### src/common/rob_macros.svh
`ifndef ROB_MACROS_SVH
`define ROB_MACROS_SVH

// reorder buffer slots, slot 0 included
// slot 0 is the "no tag" value, so one less is usable
`define ROB_ENTRIES 8

// tag width, enough to name every slot
`define ROB_TAG_W 3

// datapath width
`define XLEN 32

`endif
### src/common/isa_pkg.sv
`default_nettype none

package isa_pkg;

    // operations the back end can execute
    // ALU class first, branch class last
    typedef enum logic [3:0] {
        op_add,
        op_sub,
        op_and,
        op_or,
        op_xor,
        op_sll,
        op_slt,
        // compare a with b, target is pc + imm
        op_beq,
        op_bne
    } opcode_e;

    // architectural destination register, x0 to x31
    typedef logic [4:0] reg_idx_t;

endpackage

`default_nettype wire

### src/common/ooo_pkg.sv
`default_nettype none
`include "rob_macros.svh"

package ooo_pkg;

    // reorder buffer tag, 0 means no tag
    typedef logic [`ROB_TAG_W-1:0] rob_tag_t;

    // one reorder buffer slot
    typedef struct packed {
        // slot allocated
        logic              valid;
        // result seen on the CDB
        logic              done;
        isa_pkg::opcode_e  op;
        isa_pkg::reg_idx_t rd;
        // ALU result
        logic [`XLEN-1:0]  value;
        // branch outcome
        logic              taken;
        logic [`XLEN-1:0]  target;
    } rob_entry_t;

    // one broadcast on the common data bus
    typedef struct packed {
        logic              valid;
        // slot to mark done
        rob_tag_t          tag;
        logic [`XLEN-1:0]  value;
        logic              taken;
        logic [`XLEN-1:0]  target;
    } cdb_t;

endpackage

`default_nettype wire

### src/common/exec_if.sv
`timescale 1ns/1ns
`default_nettype none
`include "rob_macros.svh"

// issue from the reorder buffer to one execution unit
// valid is a one-cycle strobe, no stall
interface exec_issue_if;
    logic              valid;
    ooo_pkg::rob_tag_t tag;
    isa_pkg::opcode_e  op;
    logic [`XLEN-1:0]  a;
    logic [`XLEN-1:0]  b;
    logic [`XLEN-1:0]  pc;
    logic [`XLEN-1:0]  imm;

    modport source (output valid, tag, op, a, b, pc, imm);
    modport unit   (input  valid, tag, op, a, b, pc, imm);
endinterface

// result request from a unit to the CDB arbiter
// req held while the unit's queue holds a result
interface cdb_req_if;
    logic              req;
    logic              grant;
    ooo_pkg::rob_tag_t tag;
    logic [`XLEN-1:0]  value;
    logic              taken;
    logic [`XLEN-1:0]  target;

    modport unit    (output req, tag, value, taken, target, input grant);
    modport arbiter (input  req, tag, value, taken, target, output grant);
endinterface

`default_nettype wire

### src/design/ooo_backend_top.sv
`timescale 1ns/1ns
`default_nettype none
`include "rob_macros.svh"

module ooo_backend_top (
    input  wire                     clk,
    input  wire                     rst_n,
    input  wire                     dispatch_valid,
    input  wire isa_pkg::opcode_e   dispatch_op,
    input  wire isa_pkg::reg_idx_t  dispatch_rd,
    input  wire [`XLEN-1:0]         dispatch_a,
    input  wire [`XLEN-1:0]         dispatch_b,
    input  wire [`XLEN-1:0]         dispatch_pc,
    input  wire [`XLEN-1:0]         dispatch_imm,
    output logic                    rob_full,
    output logic                    rob_empty,
    output logic                    commit_valid,
    output isa_pkg::reg_idx_t       commit_rd,
    output logic [`XLEN-1:0]        commit_value,
    output logic                    redirect_valid,
    output logic [`XLEN-1:0]        redirect_pc
);
    // taken branch at commit, clears everything
    logic          flush;
    ooo_pkg::cdb_t cdb;

    // issue paths, one per unit
    exec_issue_if alu_issue_if ();
    exec_issue_if br_issue_if ();
    // requests into the shared bus
    cdb_req_if    alu_cdb_if ();
    cdb_req_if    br_cdb_if ();

    reorder_buffer rob_i (
        .clk            (clk),
        .rst_n          (rst_n),
        .dispatch_valid (dispatch_valid),
        .dispatch_op    (dispatch_op),
        .dispatch_rd    (dispatch_rd),
        .dispatch_a     (dispatch_a),
        .dispatch_b     (dispatch_b),
        .dispatch_pc    (dispatch_pc),
        .dispatch_imm   (dispatch_imm),
        .alu_issue      (alu_issue_if.source),
        .br_issue       (br_issue_if.source),
        .cdb            (cdb),
        .flush          (flush),
        .full           (rob_full),
        .empty          (rob_empty),
        .commit_valid   (commit_valid),
        .commit_rd      (commit_rd),
        .commit_value   (commit_value),
        .redirect_valid (redirect_valid),
        .redirect_pc    (redirect_pc)
    );

    alu_unit alu_i (
        .clk     (clk),
        .rst_n   (rst_n),
        .flush   (flush),
        .issue   (alu_issue_if.unit),
        .cdb_req (alu_cdb_if.unit)
    );

    branch_unit br_i (
        .clk     (clk),
        .rst_n   (rst_n),
        .flush   (flush),
        .issue   (br_issue_if.unit),
        .cdb_req (br_cdb_if.unit)
    );

    cdb_arbiter arb_i (
        .clk     (clk),
        .rst_n   (rst_n),
        .flush   (flush),
        .alu_req (alu_cdb_if.arbiter),
        .br_req  (br_cdb_if.arbiter),
        .cdb     (cdb)
    );

endmodule

`default_nettype wire

### src/design/branch_unit.sv
`timescale 1ns/1ns
`default_nettype none
`include "rob_macros.svh"

module branch_unit (
    input  wire         clk,
    input  wire         rst_n,
    input  wire         flush,
    exec_issue_if.unit  issue,
    cdb_req_if.unit     cdb_req
);
    localparam int unsigned DEPTH = `ROB_ENTRIES - 1;
    localparam int unsigned PTR_W = $clog2(DEPTH);

    logic              taken;
    logic [`XLEN-1:0]  target;
    ooo_pkg::rob_tag_t q_tag    [DEPTH];
    logic              q_taken  [DEPTH];
    logic [`XLEN-1:0]  q_target [DEPTH];
    logic [PTR_W-1:0]  wr_ptr;
    logic [PTR_W-1:0]  rd_ptr;
    logic [PTR_W-1:0]  q_count;
    logic              push;
    logic              pop;

    function automatic logic [PTR_W-1:0] ptr_inc(input logic [PTR_W-1:0] p);
        return (p == PTR_W'(DEPTH - 1)) ? '0 : p + PTR_W'(1);
    endfunction

    // condition and target straight from issue
    assign taken  = (issue.op == isa_pkg::op_beq) ? (issue.a == issue.b)
                                                  : (issue.a != issue.b);
    assign target = issue.pc + issue.imm;

    // one edge after issue the outcome sits in the queue
    assign push = issue.valid;
    assign pop  = cdb_req.req && cdb_req.grant;

    always_ff @(posedge clk) begin
        if (!rst_n || flush) begin
            wr_ptr  <= '0;
            rd_ptr  <= '0;
            q_count <= '0;
        end else begin
            if (push) begin
                wr_ptr <= ptr_inc(wr_ptr);
            end
            if (pop) begin
                rd_ptr <= ptr_inc(rd_ptr);
            end
            q_count <= q_count + PTR_W'(push) - PTR_W'(pop);
        end
    end

    always_ff @(posedge clk) begin
        if (push) begin
            q_tag[wr_ptr]    <= issue.tag;
            q_taken[wr_ptr]  <= taken;
            q_target[wr_ptr] <= target;
        end
    end

    // branches carry no register value
    assign cdb_req.req    = (q_count != '0);
    assign cdb_req.tag    = q_tag[rd_ptr];
    assign cdb_req.value  = '0;
    assign cdb_req.taken  = q_taken[rd_ptr];
    assign cdb_req.target = q_target[rd_ptr];

    // steering in the reorder buffer sends only compares here
    a_branch_only: assert property (
        @(posedge clk) disable iff (!rst_n)
        issue.valid |-> issue.op inside {isa_pkg::op_beq, isa_pkg::op_bne});

endmodule

`default_nettype wire

### src/design/alu_unit.sv
`timescale 1ns/1ns
`default_nettype none
`include "rob_macros.svh"

module alu_unit (
    input  wire         clk,
    input  wire         rst_n,
    input  wire         flush,
    exec_issue_if.unit  issue,
    cdb_req_if.unit     cdb_req
);
    // one slot per usable tag, so no overflow
    localparam int unsigned DEPTH = `ROB_ENTRIES - 1;
    localparam int unsigned PTR_W = $clog2(DEPTH);

    logic              s1_valid;
    ooo_pkg::rob_tag_t s1_tag;
    isa_pkg::opcode_e  s1_op;
    logic [`XLEN-1:0]  s1_a;
    logic [`XLEN-1:0]  s1_b;
    logic [`XLEN-1:0]  s2_result;
    ooo_pkg::rob_tag_t q_tag   [DEPTH];
    logic [`XLEN-1:0]  q_value [DEPTH];
    logic [PTR_W-1:0]  wr_ptr;
    logic [PTR_W-1:0]  rd_ptr;
    logic [PTR_W-1:0]  q_count;
    logic              push;
    logic              pop;

    function automatic logic [PTR_W-1:0] ptr_inc(input logic [PTR_W-1:0] p);
        return (p == PTR_W'(DEPTH - 1)) ? '0 : p + PTR_W'(1);
    endfunction

    // stage 1 operand capture
    always_ff @(posedge clk) begin
        if (!rst_n || flush) begin
            s1_valid <= 1'b0;
        end else begin
            s1_valid <= issue.valid;
        end
    end

    always_ff @(posedge clk) begin
        s1_tag <= issue.tag;
        s1_op  <= issue.op;
        s1_a   <= issue.a;
        s1_b   <= issue.b;
    end

    // stage 2 compute, result written into the queue at the next edge
    always_comb begin
        case (s1_op)
            isa_pkg::op_add: s2_result = s1_a + s1_b;
            isa_pkg::op_sub: s2_result = s1_a - s1_b;
            isa_pkg::op_and: s2_result = s1_a & s1_b;
            isa_pkg::op_or:  s2_result = s1_a | s1_b;
            isa_pkg::op_xor: s2_result = s1_a ^ s1_b;
            // shift amount is the low five bits
            isa_pkg::op_sll: s2_result = s1_a << s1_b[4:0];
            isa_pkg::op_slt: s2_result = `XLEN'($signed(s1_a) < $signed(s1_b));
            default:         s2_result = '0;
        endcase
    end

    assign push = s1_valid;
    assign pop  = cdb_req.req && cdb_req.grant;

    // result queue pointers
    always_ff @(posedge clk) begin
        if (!rst_n || flush) begin
            wr_ptr  <= '0;
            rd_ptr  <= '0;
            q_count <= '0;
        end else begin
            if (push) begin
                wr_ptr <= ptr_inc(wr_ptr);
            end
            if (pop) begin
                rd_ptr <= ptr_inc(rd_ptr);
            end
            q_count <= q_count + PTR_W'(push) - PTR_W'(pop);
        end
    end

    always_ff @(posedge clk) begin
        if (push) begin
            q_tag[wr_ptr]   <= s1_tag;
            q_value[wr_ptr] <= s2_result;
        end
    end

    // head of queue goes to the arbiter
    assign cdb_req.req    = (q_count != '0);
    assign cdb_req.tag    = q_tag[rd_ptr];
    assign cdb_req.value  = q_value[rd_ptr];
    assign cdb_req.taken  = 1'b0;
    assign cdb_req.target = '0;

    // reorder buffer capacity bounds what is in flight here
    a_no_push_full: assert property (
        @(posedge clk) disable iff (!rst_n) push |-> q_count != PTR_W'(DEPTH));

endmodule

`default_nettype wire

### src/design/cdb_arbiter.sv
`timescale 1ns/1ns
`default_nettype none
`include "rob_macros.svh"

module cdb_arbiter (
    input  wire            clk,
    input  wire            rst_n,
    input  wire            flush,
    cdb_req_if.arbiter     alu_req,
    cdb_req_if.arbiter     br_req,
    output ooo_pkg::cdb_t  cdb
);
    // 0 favours the ALU, 1 the branch unit
    logic prio_br;
    logic contested;

    assign contested = alu_req.req && br_req.req;

    // grant is combinational, unit pops on req and grant at the edge
    assign alu_req.grant = alu_req.req && (!br_req.req || !prio_br);
    assign br_req.grant  = br_req.req && (!alu_req.req || prio_br);

    // flip only when both asked
    always_ff @(posedge clk) begin
        if (!rst_n || flush) begin
            prio_br <= 1'b0;
        end else if (contested) begin
            prio_br <= !prio_br;
        end
    end

    // winner onto the bus
    always_comb begin
        cdb = '0;
        if (alu_req.grant) begin
            cdb.valid  = 1'b1;
            cdb.tag    = alu_req.tag;
            cdb.value  = alu_req.value;
            cdb.taken  = alu_req.taken;
            cdb.target = alu_req.target;
        end else if (br_req.grant) begin
            cdb.valid  = 1'b1;
            cdb.tag    = br_req.tag;
            cdb.value  = br_req.value;
            cdb.taken  = br_req.taken;
            cdb.target = br_req.target;
        end
    end

    a_one_grant: assert property (
        @(posedge clk) disable iff (!rst_n) !(alu_req.grant && br_req.grant));

endmodule

`default_nettype wire

### src/rob/reorder_buffer.sv
`timescale 1ns/1ns
`default_nettype none
`include "rob_macros.svh"

module reorder_buffer (
    input  wire                     clk,
    input  wire                     rst_n,
    input  wire                     dispatch_valid,
    input  wire isa_pkg::opcode_e   dispatch_op,
    input  wire isa_pkg::reg_idx_t  dispatch_rd,
    input  wire [`XLEN-1:0]         dispatch_a,
    input  wire [`XLEN-1:0]         dispatch_b,
    input  wire [`XLEN-1:0]         dispatch_pc,
    input  wire [`XLEN-1:0]         dispatch_imm,
    exec_issue_if.source            alu_issue,
    exec_issue_if.source            br_issue,
    input  wire ooo_pkg::cdb_t      cdb,
    output logic                    flush,
    output logic                    full,
    output logic                    empty,
    output logic                    commit_valid,
    output isa_pkg::reg_idx_t       commit_rd,
    output logic [`XLEN-1:0]        commit_value,
    output logic                    redirect_valid,
    output logic [`XLEN-1:0]        redirect_pc
);
    localparam int unsigned USABLE = `ROB_ENTRIES - 1;

    ooo_pkg::rob_entry_t   rob_q [`ROB_ENTRIES];
    ooo_pkg::rob_entry_t   head_ent;
    ooo_pkg::rob_tag_t     head;
    ooo_pkg::rob_tag_t     tail;
    logic [`ROB_TAG_W-1:0] count;
    logic                  alloc;
    logic                  is_br;
    logic                  head_fire;
    logic                  head_br;

    // next slot, slot 0 skipped on wrap
    function automatic ooo_pkg::rob_tag_t wrap_inc(input ooo_pkg::rob_tag_t p);
        return (p == ooo_pkg::rob_tag_t'(`ROB_ENTRIES - 1)) ? ooo_pkg::rob_tag_t'(1)
                                                           : p + ooo_pkg::rob_tag_t'(1);
    endfunction

    assign full  = (count == `ROB_TAG_W'(USABLE));
    assign empty = (count == '0);

    // opcode class picks the unit
    assign is_br = dispatch_op inside {isa_pkg::op_beq, isa_pkg::op_bne};
    // a dispatch during flush is younger than the taken branch, drop it
    assign alloc = dispatch_valid && !full && !flush;

    assign head_ent  = rob_q[head];
    assign head_fire = head_ent.valid && head_ent.done;
    assign head_br   = head_ent.op inside {isa_pkg::op_beq, isa_pkg::op_bne};
    // predicted not taken, so a taken branch at the head kills everything younger
    assign flush     = head_fire && head_ent.taken;

    // issue in the dispatch cycle, tag is the slot being written
    assign alu_issue.valid = alloc && !is_br;
    assign alu_issue.tag   = tail;
    assign alu_issue.op    = dispatch_op;
    assign alu_issue.a     = dispatch_a;
    assign alu_issue.b     = dispatch_b;
    assign alu_issue.pc    = dispatch_pc;
    assign alu_issue.imm   = dispatch_imm;

    assign br_issue.valid  = alloc && is_br;
    assign br_issue.tag    = tail;
    assign br_issue.op     = dispatch_op;
    assign br_issue.a      = dispatch_a;
    assign br_issue.b      = dispatch_b;
    assign br_issue.pc     = dispatch_pc;
    assign br_issue.imm    = dispatch_imm;

    always_ff @(posedge clk) begin
        if (!rst_n || flush) begin
            for (int i = 0; i < `ROB_ENTRIES; i++) begin
                rob_q[i].valid <= 1'b0;
                rob_q[i].done  <= 1'b0;
            end
            // first usable slot
            head  <= ooo_pkg::rob_tag_t'(1);
            tail  <= ooo_pkg::rob_tag_t'(1);
            count <= '0;
        end else begin
            if (alloc) begin
                rob_q[tail].valid <= 1'b1;
                rob_q[tail].done  <= 1'b0;
                rob_q[tail].op    <= dispatch_op;
                rob_q[tail].rd    <= dispatch_rd;
                tail              <= wrap_inc(tail);
            end
            // completion from the CDB
            if (cdb.valid) begin
                rob_q[cdb.tag].done   <= 1'b1;
                rob_q[cdb.tag].value  <= cdb.value;
                rob_q[cdb.tag].taken  <= cdb.taken;
                rob_q[cdb.tag].target <= cdb.target;
            end
            // retire the head in program order
            if (head_fire) begin
                rob_q[head].valid <= 1'b0;
                rob_q[head].done  <= 1'b0;
                head              <= wrap_inc(head);
            end
            count <= count + `ROB_TAG_W'(alloc) - `ROB_TAG_W'(head_fire);
        end
    end

    // commit and redirect strobes
    always_ff @(posedge clk) begin
        if (!rst_n) begin
            commit_valid   <= 1'b0;
            redirect_valid <= 1'b0;
        end else begin
            commit_valid   <= head_fire;
            redirect_valid <= flush;
        end
    end

    // branches write no register
    always_ff @(posedge clk) begin
        commit_rd    <= head_br ? isa_pkg::reg_idx_t'(0) : head_ent.rd;
        commit_value <= head_ent.value;
        redirect_pc  <= head_ent.target;
    end

    // source must hold off on rob_full
    a_no_dispatch_full: assert property (
        @(posedge clk) disable iff (!rst_n) dispatch_valid |-> !full);

    // units only broadcast tags they were issued
    a_cdb_tag_nonzero: assert property (
        @(posedge clk) disable iff (!rst_n) cdb.valid |-> cdb.tag != '0);

    // one completion per slot, and never after the slot was freed
    a_cdb_tag_live: assert property (
        @(posedge clk) disable iff (!rst_n)
        cdb.valid |-> rob_q[cdb.tag].valid && !rob_q[cdb.tag].done);

endmodule

`default_nettype wire

### config.mk
export PLATFORM = sky130hd
export DESIGN_NAME = ooo_backend_top
export DESIGN_NICKNAME = d
export VERILOG_FILES = /design/src/common/isa_pkg.sv /design/src/common/ooo_pkg.sv /design/src/common/exec_if.sv /design/src/design/ooo_backend_top.sv /design/src/design/branch_unit.sv /design/src/design/alu_unit.sv /design/src/design/cdb_arbiter.sv /design/src/rob/reorder_buffer.sv
export VERILOG_INCLUDE_DIRS = /design/src /design/src/common
export SDC_FILE = /design/constraint.sdc
export NUM_CORES = 2
export LEC_CHECK = 0
export BUFFER_PORTS_ARGS = -buffer_cell sky130_fd_sc_hd__buf_4
export CORE_ASPECT_RATIO = 1.1
export CORE_MARGIN = 4
export CORE_UTILIZATION = 50
export CTS_CLUSTER_DIAMETER = 100
export DETAILED_ROUTE_END_ITERATION = 8
export PLACE_DENSITY = 0.67
export SETUP_SLACK_MARGIN = 0.02
export SYNTH_ARGS = -nofsm -noshare
export SYNTH_HDL_FRONTEND = slang
export SYNTH_SLANG_ARGS = --single-unit
### constraint.sdc
create_clock -name clk -period 10.4 [get_ports clk]
set_clock_uncertainty 0.15 [all_clocks]
set_input_delay 2.08 -clock clk [delete_from_list [all_inputs] [get_ports clk]]
set_output_delay 2.08 -clock clk [all_outputs]
set_load 0.01 [all_outputs]
* After elaboration in Yosys (flattened, before gate mapping)
Memories as Yosys holds them, arrays and structs flattened. A register that Yosys moved wholly into a read port is not among the register bits. Cells that the tools add are included.
Word-level totals: bits in registers 171, bits in writable memories 1105, input port bits 140, output and inout port bits 73, word-level logic and storage cells 141, memories kept 6
Memory list:
- rob_i.rob_q | words 8, width 76, rd ports 1, clocked after Yosys merged registers in 1, wr ports 8, line reorder_buffer.sv:29 | ooo_pkg::rob_entry_t rob_q [`ROB_ENTRIES];
- alu_i.q_value | words 7, width 32, rd ports 1, clocked after Yosys merged registers in 1, wr ports 1, line alu_unit.sv:23 | logic [`XLEN-1:0] q_value [DEPTH];
- br_i.q_target | words 7, width 32, rd ports 1, clocked after Yosys merged registers in 1, wr ports 1, line branch_unit.sv:19 | logic [`XLEN-1:0] q_target [DEPTH];
- alu_i.q_tag | words 7, width 3, rd ports 1, clocked after Yosys merged registers in 1, wr ports 1, line alu_unit.sv:22 | ooo_pkg::rob_tag_t q_tag [DEPTH];
- br_i.q_tag | words 7, width 3, rd ports 1, clocked after Yosys merged registers in 1, wr ports 1, line branch_unit.sv:17 | ooo_pkg::rob_tag_t q_tag [DEPTH];
- br_i.q_taken | words 7, width 1, rd ports 1, clocked after Yosys merged registers in 1, wr ports 1, line branch_unit.sv:18 | logic q_taken [DEPTH];
Operators by class: add/sub/neg operators 15, $lt $le $gt $ge 1, equal/unequal tests 19, shift-type cells 1, mux-type cells 46, bitwise logic cells 3, reductions and logical operators 30
Operators by type and width (count):
- $mux W76 | 3
- $reduce_or A76 Y1 | 3
- $pmux W32 S7 | 1
- $mux W69 | 2
- $mux W3 | 22
- $add A32 B32 Y32 | 2
- $and A32 B32 Y32 | 1
- $eq A32 B32 Y1 | 1
- $lt A32 B32 Y1 | 1
- $ne A32 B32 Y1 | 1
- $or A32 B32 Y32 | 1
- $shl A32 B5 Y32 | 1
- $sub A32 B32 Y32 | 1
- $xor A32 B32 Y32 | 1
- $eq A3 B3 Y1 const B | 7
- $eq A4 B3 Y1 const B | 5
- $add A3 B1 Y3 const B | 6
- $mux W1 | 16
- $logic_and A1 B1 Y1 | 11
- $add A3 B1 Y3 | 3
- $sub A3 B1 Y3 | 3
- $eq A4 B2 Y1 const B | 2
- $eq A4 B4 Y1 const B | 2
- $logic_not A1 Y1 | 7
- other kinds (8) | 12

* Logic depth before layout (Yosys ltp)
word-level depth 11, depth in mapped cells 15, mapped depth without buffers 13

* Cells and area by module
Synthesis repeated with hierarchy kept, for this count alone.
Unflattened totals: cell total of the unflattened synthesis 3896, area total of the unflattened synthesis 58467.3 sq um
Modules (own cells, without submodules):
- reorder_buffer | instances 1, cells each 1387, area each 27131.0 sq um, seq. area each 19759.0 sq um
- alu_unit | instances 1, cells each 1578, area each 18038.6 sq um, seq. area each 9038.7 sq um
- branch_unit | instances 1, cells each 831, area each 12410.7 sq um, seq. area each 7807.5 sq um
- cdb_arbiter | instances 1, cells each 100, area each 887.1 sq um, seq. area each 20.0 sq um

* Worst setup path before layout
No wires, ideal clock.
path type input-to-reg, from input port rst_n, to memory rob_i.rob_q[2][0] (netlist bit), enable pin, library setup time 0.584 ns, arrival 7.222 ns, required time 9.666 ns, path slack 2.444 ns, stages on the path 4, path buffers 0, path through nand2_2 a21oi_2 nand2_1 nor3b_1
RTL lines:
- start: declaration | line ooo_backend_top.sv:7 | input wire rst_n,
- end: declaration | line reorder_buffer.sv:29

* Worst setup path after layout
from register alu_i.s1_b[1], to memory alu_i.q_value[3][24] (netlist bit) (data pin)
On the way: word-level cells in the longest chain between the ends 2, elaborated cells on any way between the ends 4, classes of those cells 2 x add/sub; 1 x shift; 1 x mux
Ends and longest elaborated chain:
- start: declaration | line alu_unit.sv:20 | logic [`XLEN-1:0] s1_b;
- start signal: assignment | line alu_unit.sv:47 | s1_b <= issue.b;
- $sub A32 B32 Y32, or another cell as far along | line alu_unit.sv:54 | isa_pkg::op_sub: s2_result = s1_a - s1_b;
- $pmux W32 S7 * | line alu_unit.sv:52 | case (s1_op)
- net alu_i.s2_result[24] | line alu_unit.sv:21 | logic [`XLEN-1:0] s2_result;
- end: declaration | line alu_unit.sv:23
The timed path passes the listed nets; every way through them passes the cells marked *.

==> results.ini <==
[yosys]
yosysTopAreaCellShare_pct = 59.88
seq_area_frac_synth_pct = 67.06
synth_top_family_by_area = multiplexers
synthTopCellsByCount = 1089 x edfxtp_1, 239 x mux4_2, 219 x nor2_1, 196 x dfxtp_1, 192 x nand2_1
ys_types = 85
synth-compound-area-share_pct = 6.573
synth_ff_type = edfxtp_1
synthAdderAreaFrac_pct = 3.565
postSynthAreaPerCell_um2 = 15.86
synth_fp_nets = 3735
synth_mux_area_share_pct = 14.57
yosysMostFrequentCell = edfxtp_1
synthSimpleGateAreaFrac_pct = 4.770
async_flop_share_pct = 0
ys_seq_elements = 1285
syn-cell-area_um2 = 54610
yosys.area.top_type = edfxtp_1
synth_edf_count = 1089
synthesis.instances = 3443
synth_xor_area_share_pct = 1.363
synthTopCellsByArea = edfxtp_1 60%, mux4_2 9.9%, dfxtp_1 7.2%
ys_warn_count = 0

[placed_design]
hpwl_um = 75290
dp_slack_ps = 5077
gp_congestion = 0.9237
portBuffers = 212

[timing]
setup_viol_count_final = 0
maxSlewViolCount = 0
finalHoldViolations = 0
fmax_mhz = 195.1
maxSlewHeadroom_pct = 18.83
setup_tns_ps = 0
setup_ws_ps = 5275
timing.final.crit_share_pct = 49.28
rsz0062_at_grt = no
fin_crit_ps = 5125
worst_pin_slew_ps = 1205

[die]
die_x_um = 323.1
dieArea_um2 = 114600
num_io_pins = 213
start_util_pct = 50.65
row_count = 126
die_h_um = 354.6
core_um2 = 107800

[critical_path]
cp_slowest_cell = o21ai_0
start_kind = register
worstSetupPathType = register to register
critical_path.top_delay_family = compound AO/OA/AOI/OAI gates
arrival_ps = 5390
path_buf_inv = 2
max_stage_delay_ps = 630
crit_chain = buf_4 > inv_1 > fa_1 > nor2b_1 > o31a_1 > o22ai_1 > o21ai_0 > a41oi_1 > o41ai_1 > o21ai_0 > a32oi_1 > xnor2_1 > o21ai_0
endpoint_kind = register
required_ps = 10660
crit_fanout = 35
cp_common_cell = o21ai_0

[clocking]
cts_htree_levels = 4
insertion_delay_ps = 730
cts_setup_buffers = 0
cts.clk_slew.worst_paths_ps = 60
ctsHoldBuffers = 0
root_buffer = clkbuf_16
cts_tree = built
cts_buffers = 131
cts_repair_resize_count = 0
clock_path_buffers = 3
clock_sinks = 1285

[global_route]
grt_pass1_vias = 30830
grt_pass1_wl_um = 187500
antenna_found_initial = 0
grtUsageTotal_pct = 21.46
gr-total-overflow = 0
grt_max_degree = 108

[final_layout]
fillers = 8332
final_layout_size_suffix_gt1_share_pct = 21.35
regArea_um2 = 36660
antenna_cells = 0
final_net_count = 3966
area_growth_pct = 13.58
multiInputGateArea_um2 = 16990

[status]
status = finished clean

[min_path]
hold_path.class = register to register

[drt]
wl_per_cell_um = 23.68
drc = 0
antenna_left = 0
wl_um = 122700
first_pass_iters = 6
vias = 30369
drtIter0Drc = 2781
viasPerCell = 5.858

[power_and_ir_drop]
cellPowerDensity_nw_per_um2 = 227.3
p_leak_uw = 0.02140
vdd_drop_max_mv = 0.1836

[flow_run]
max_cap_viol_count = 0

==> metrics by stage <==
step                total power [µW]  util, %  hold slack (ps)  std cells  instance area [µm²]
floorplan                       8664        -            268.1       3443                54610
global placement                9630    53.65            294.9       4949                57860
detailed placement              9691    53.65            298.0       4949                57860
CTS                            14250    57.52            306.6       5184                62030
global route                   14710    57.52            328.6       5184                62030
finish                         14100    57.52            306.7       5184                62030
==> registers in the layout, indices dropped and copies added (netlist names), 7 cells and up, named ones only <==
name	flops
alu_i.s1_a	32
rob_i.redirect_pc	32
br_i.q_taken	7
alu_i.q_tag	21
alu_i.s1_b	32
rob_i.commit_value	32
br_i.q_target	224
rob_i.rob_q	608
alu_i.q_value	224
br_i.q_tag	21
==> report_power, final <==
group | leakage [µW] | switching, µW | internal, µW
Combinational | 0.00774 | 1610 | 1010
Clock | 0.00204 | 1910 | 2640
Sequential | 0.0116 | 272 | 6650
Total | 0.0214 | 3790 | 10300
==> cells by family (layout without fill, tap and decap cells) <==
logic type,Yosys count,count (layout)
flops,1285,1285
simple gates,584,584
compound gates,560,560
mux,488,488
buf+inv,289,622
fa+ha+maj,152,152
xor+xnor,85,85
==> worst paths after layout <==
kind | start | to | slack [ps] | depth (start not counted)
hold reg to reg | rob_i.rob_q[7][75] | rob_i.rob_q[7][75] | 310 | 2
hold / removal | rob_i.rob_q[7][75] | rob_i.rob_q[7][75] | 310 | 2
setup reg to reg | alu_i.s1_b[1] | alu_i.q_value[3][24] | 5280 | 13
setup / recovery | alu_i.s1_b[1] | alu_i.q_value[3][24] | 5280 | 13
==> tightest hold or removal path: cells and delay by family, from the launching register on <==
kind,cells,cell delay [ps]
AND/OR/NAND/NOR,1,50
flip-flops,1,310
AO/OA/AOI/OAI,1,50
==> layout make-up <==
type | count | area share (%)
well taps | 1408 | 2.840
clock inverters | 57 | 0.9117
flip-flops and latches | 1285 | 59.09
clock buffers | 178 | 5.815
multi-input cells | 1869 | 27.39
inverters | 124 | 0.7504
repair buffers | 263 | 3.203
==> per-layer routing <==
layer / vias to the layer above / part of all wire [%] / GRT usage, %
met3: 230 / 5.3 / 3.153
li1: 13821 / - / -
met5: - / 0 / 0
met1: 15376 / 43 / 30.32
met2: 942 / 48 / 34.50
met4: 0 / 3.1 / 7.236
==> cells in the final DEF (no fill, tap or decap), drive strengths merged, types with 8 or more instances in the layout <==
master     n
dfxtp    196
edfxtp  1089
nand3     20
o22ai      9
o221ai    13
o21a      16
o211ai    21
mux2      66
nand2b    19
mux4     239
and3      11
ha       146
buf      263
inv      133
clkinv    39
o21bai    18
o21ai    177
nor4       8
nor2     219
a31oi     19
mux2i    183
a21oi    141
nand2    194
nand3b     8
a211oi    22
nand4     20
xor2      14
clkbuf   178
nor2b     15
bufinv     8
nor3b     10
a22oi      8
a21o      32
nor3      37
xnor2     71
a221oi    23
Power figures use the tool's default switching activity.
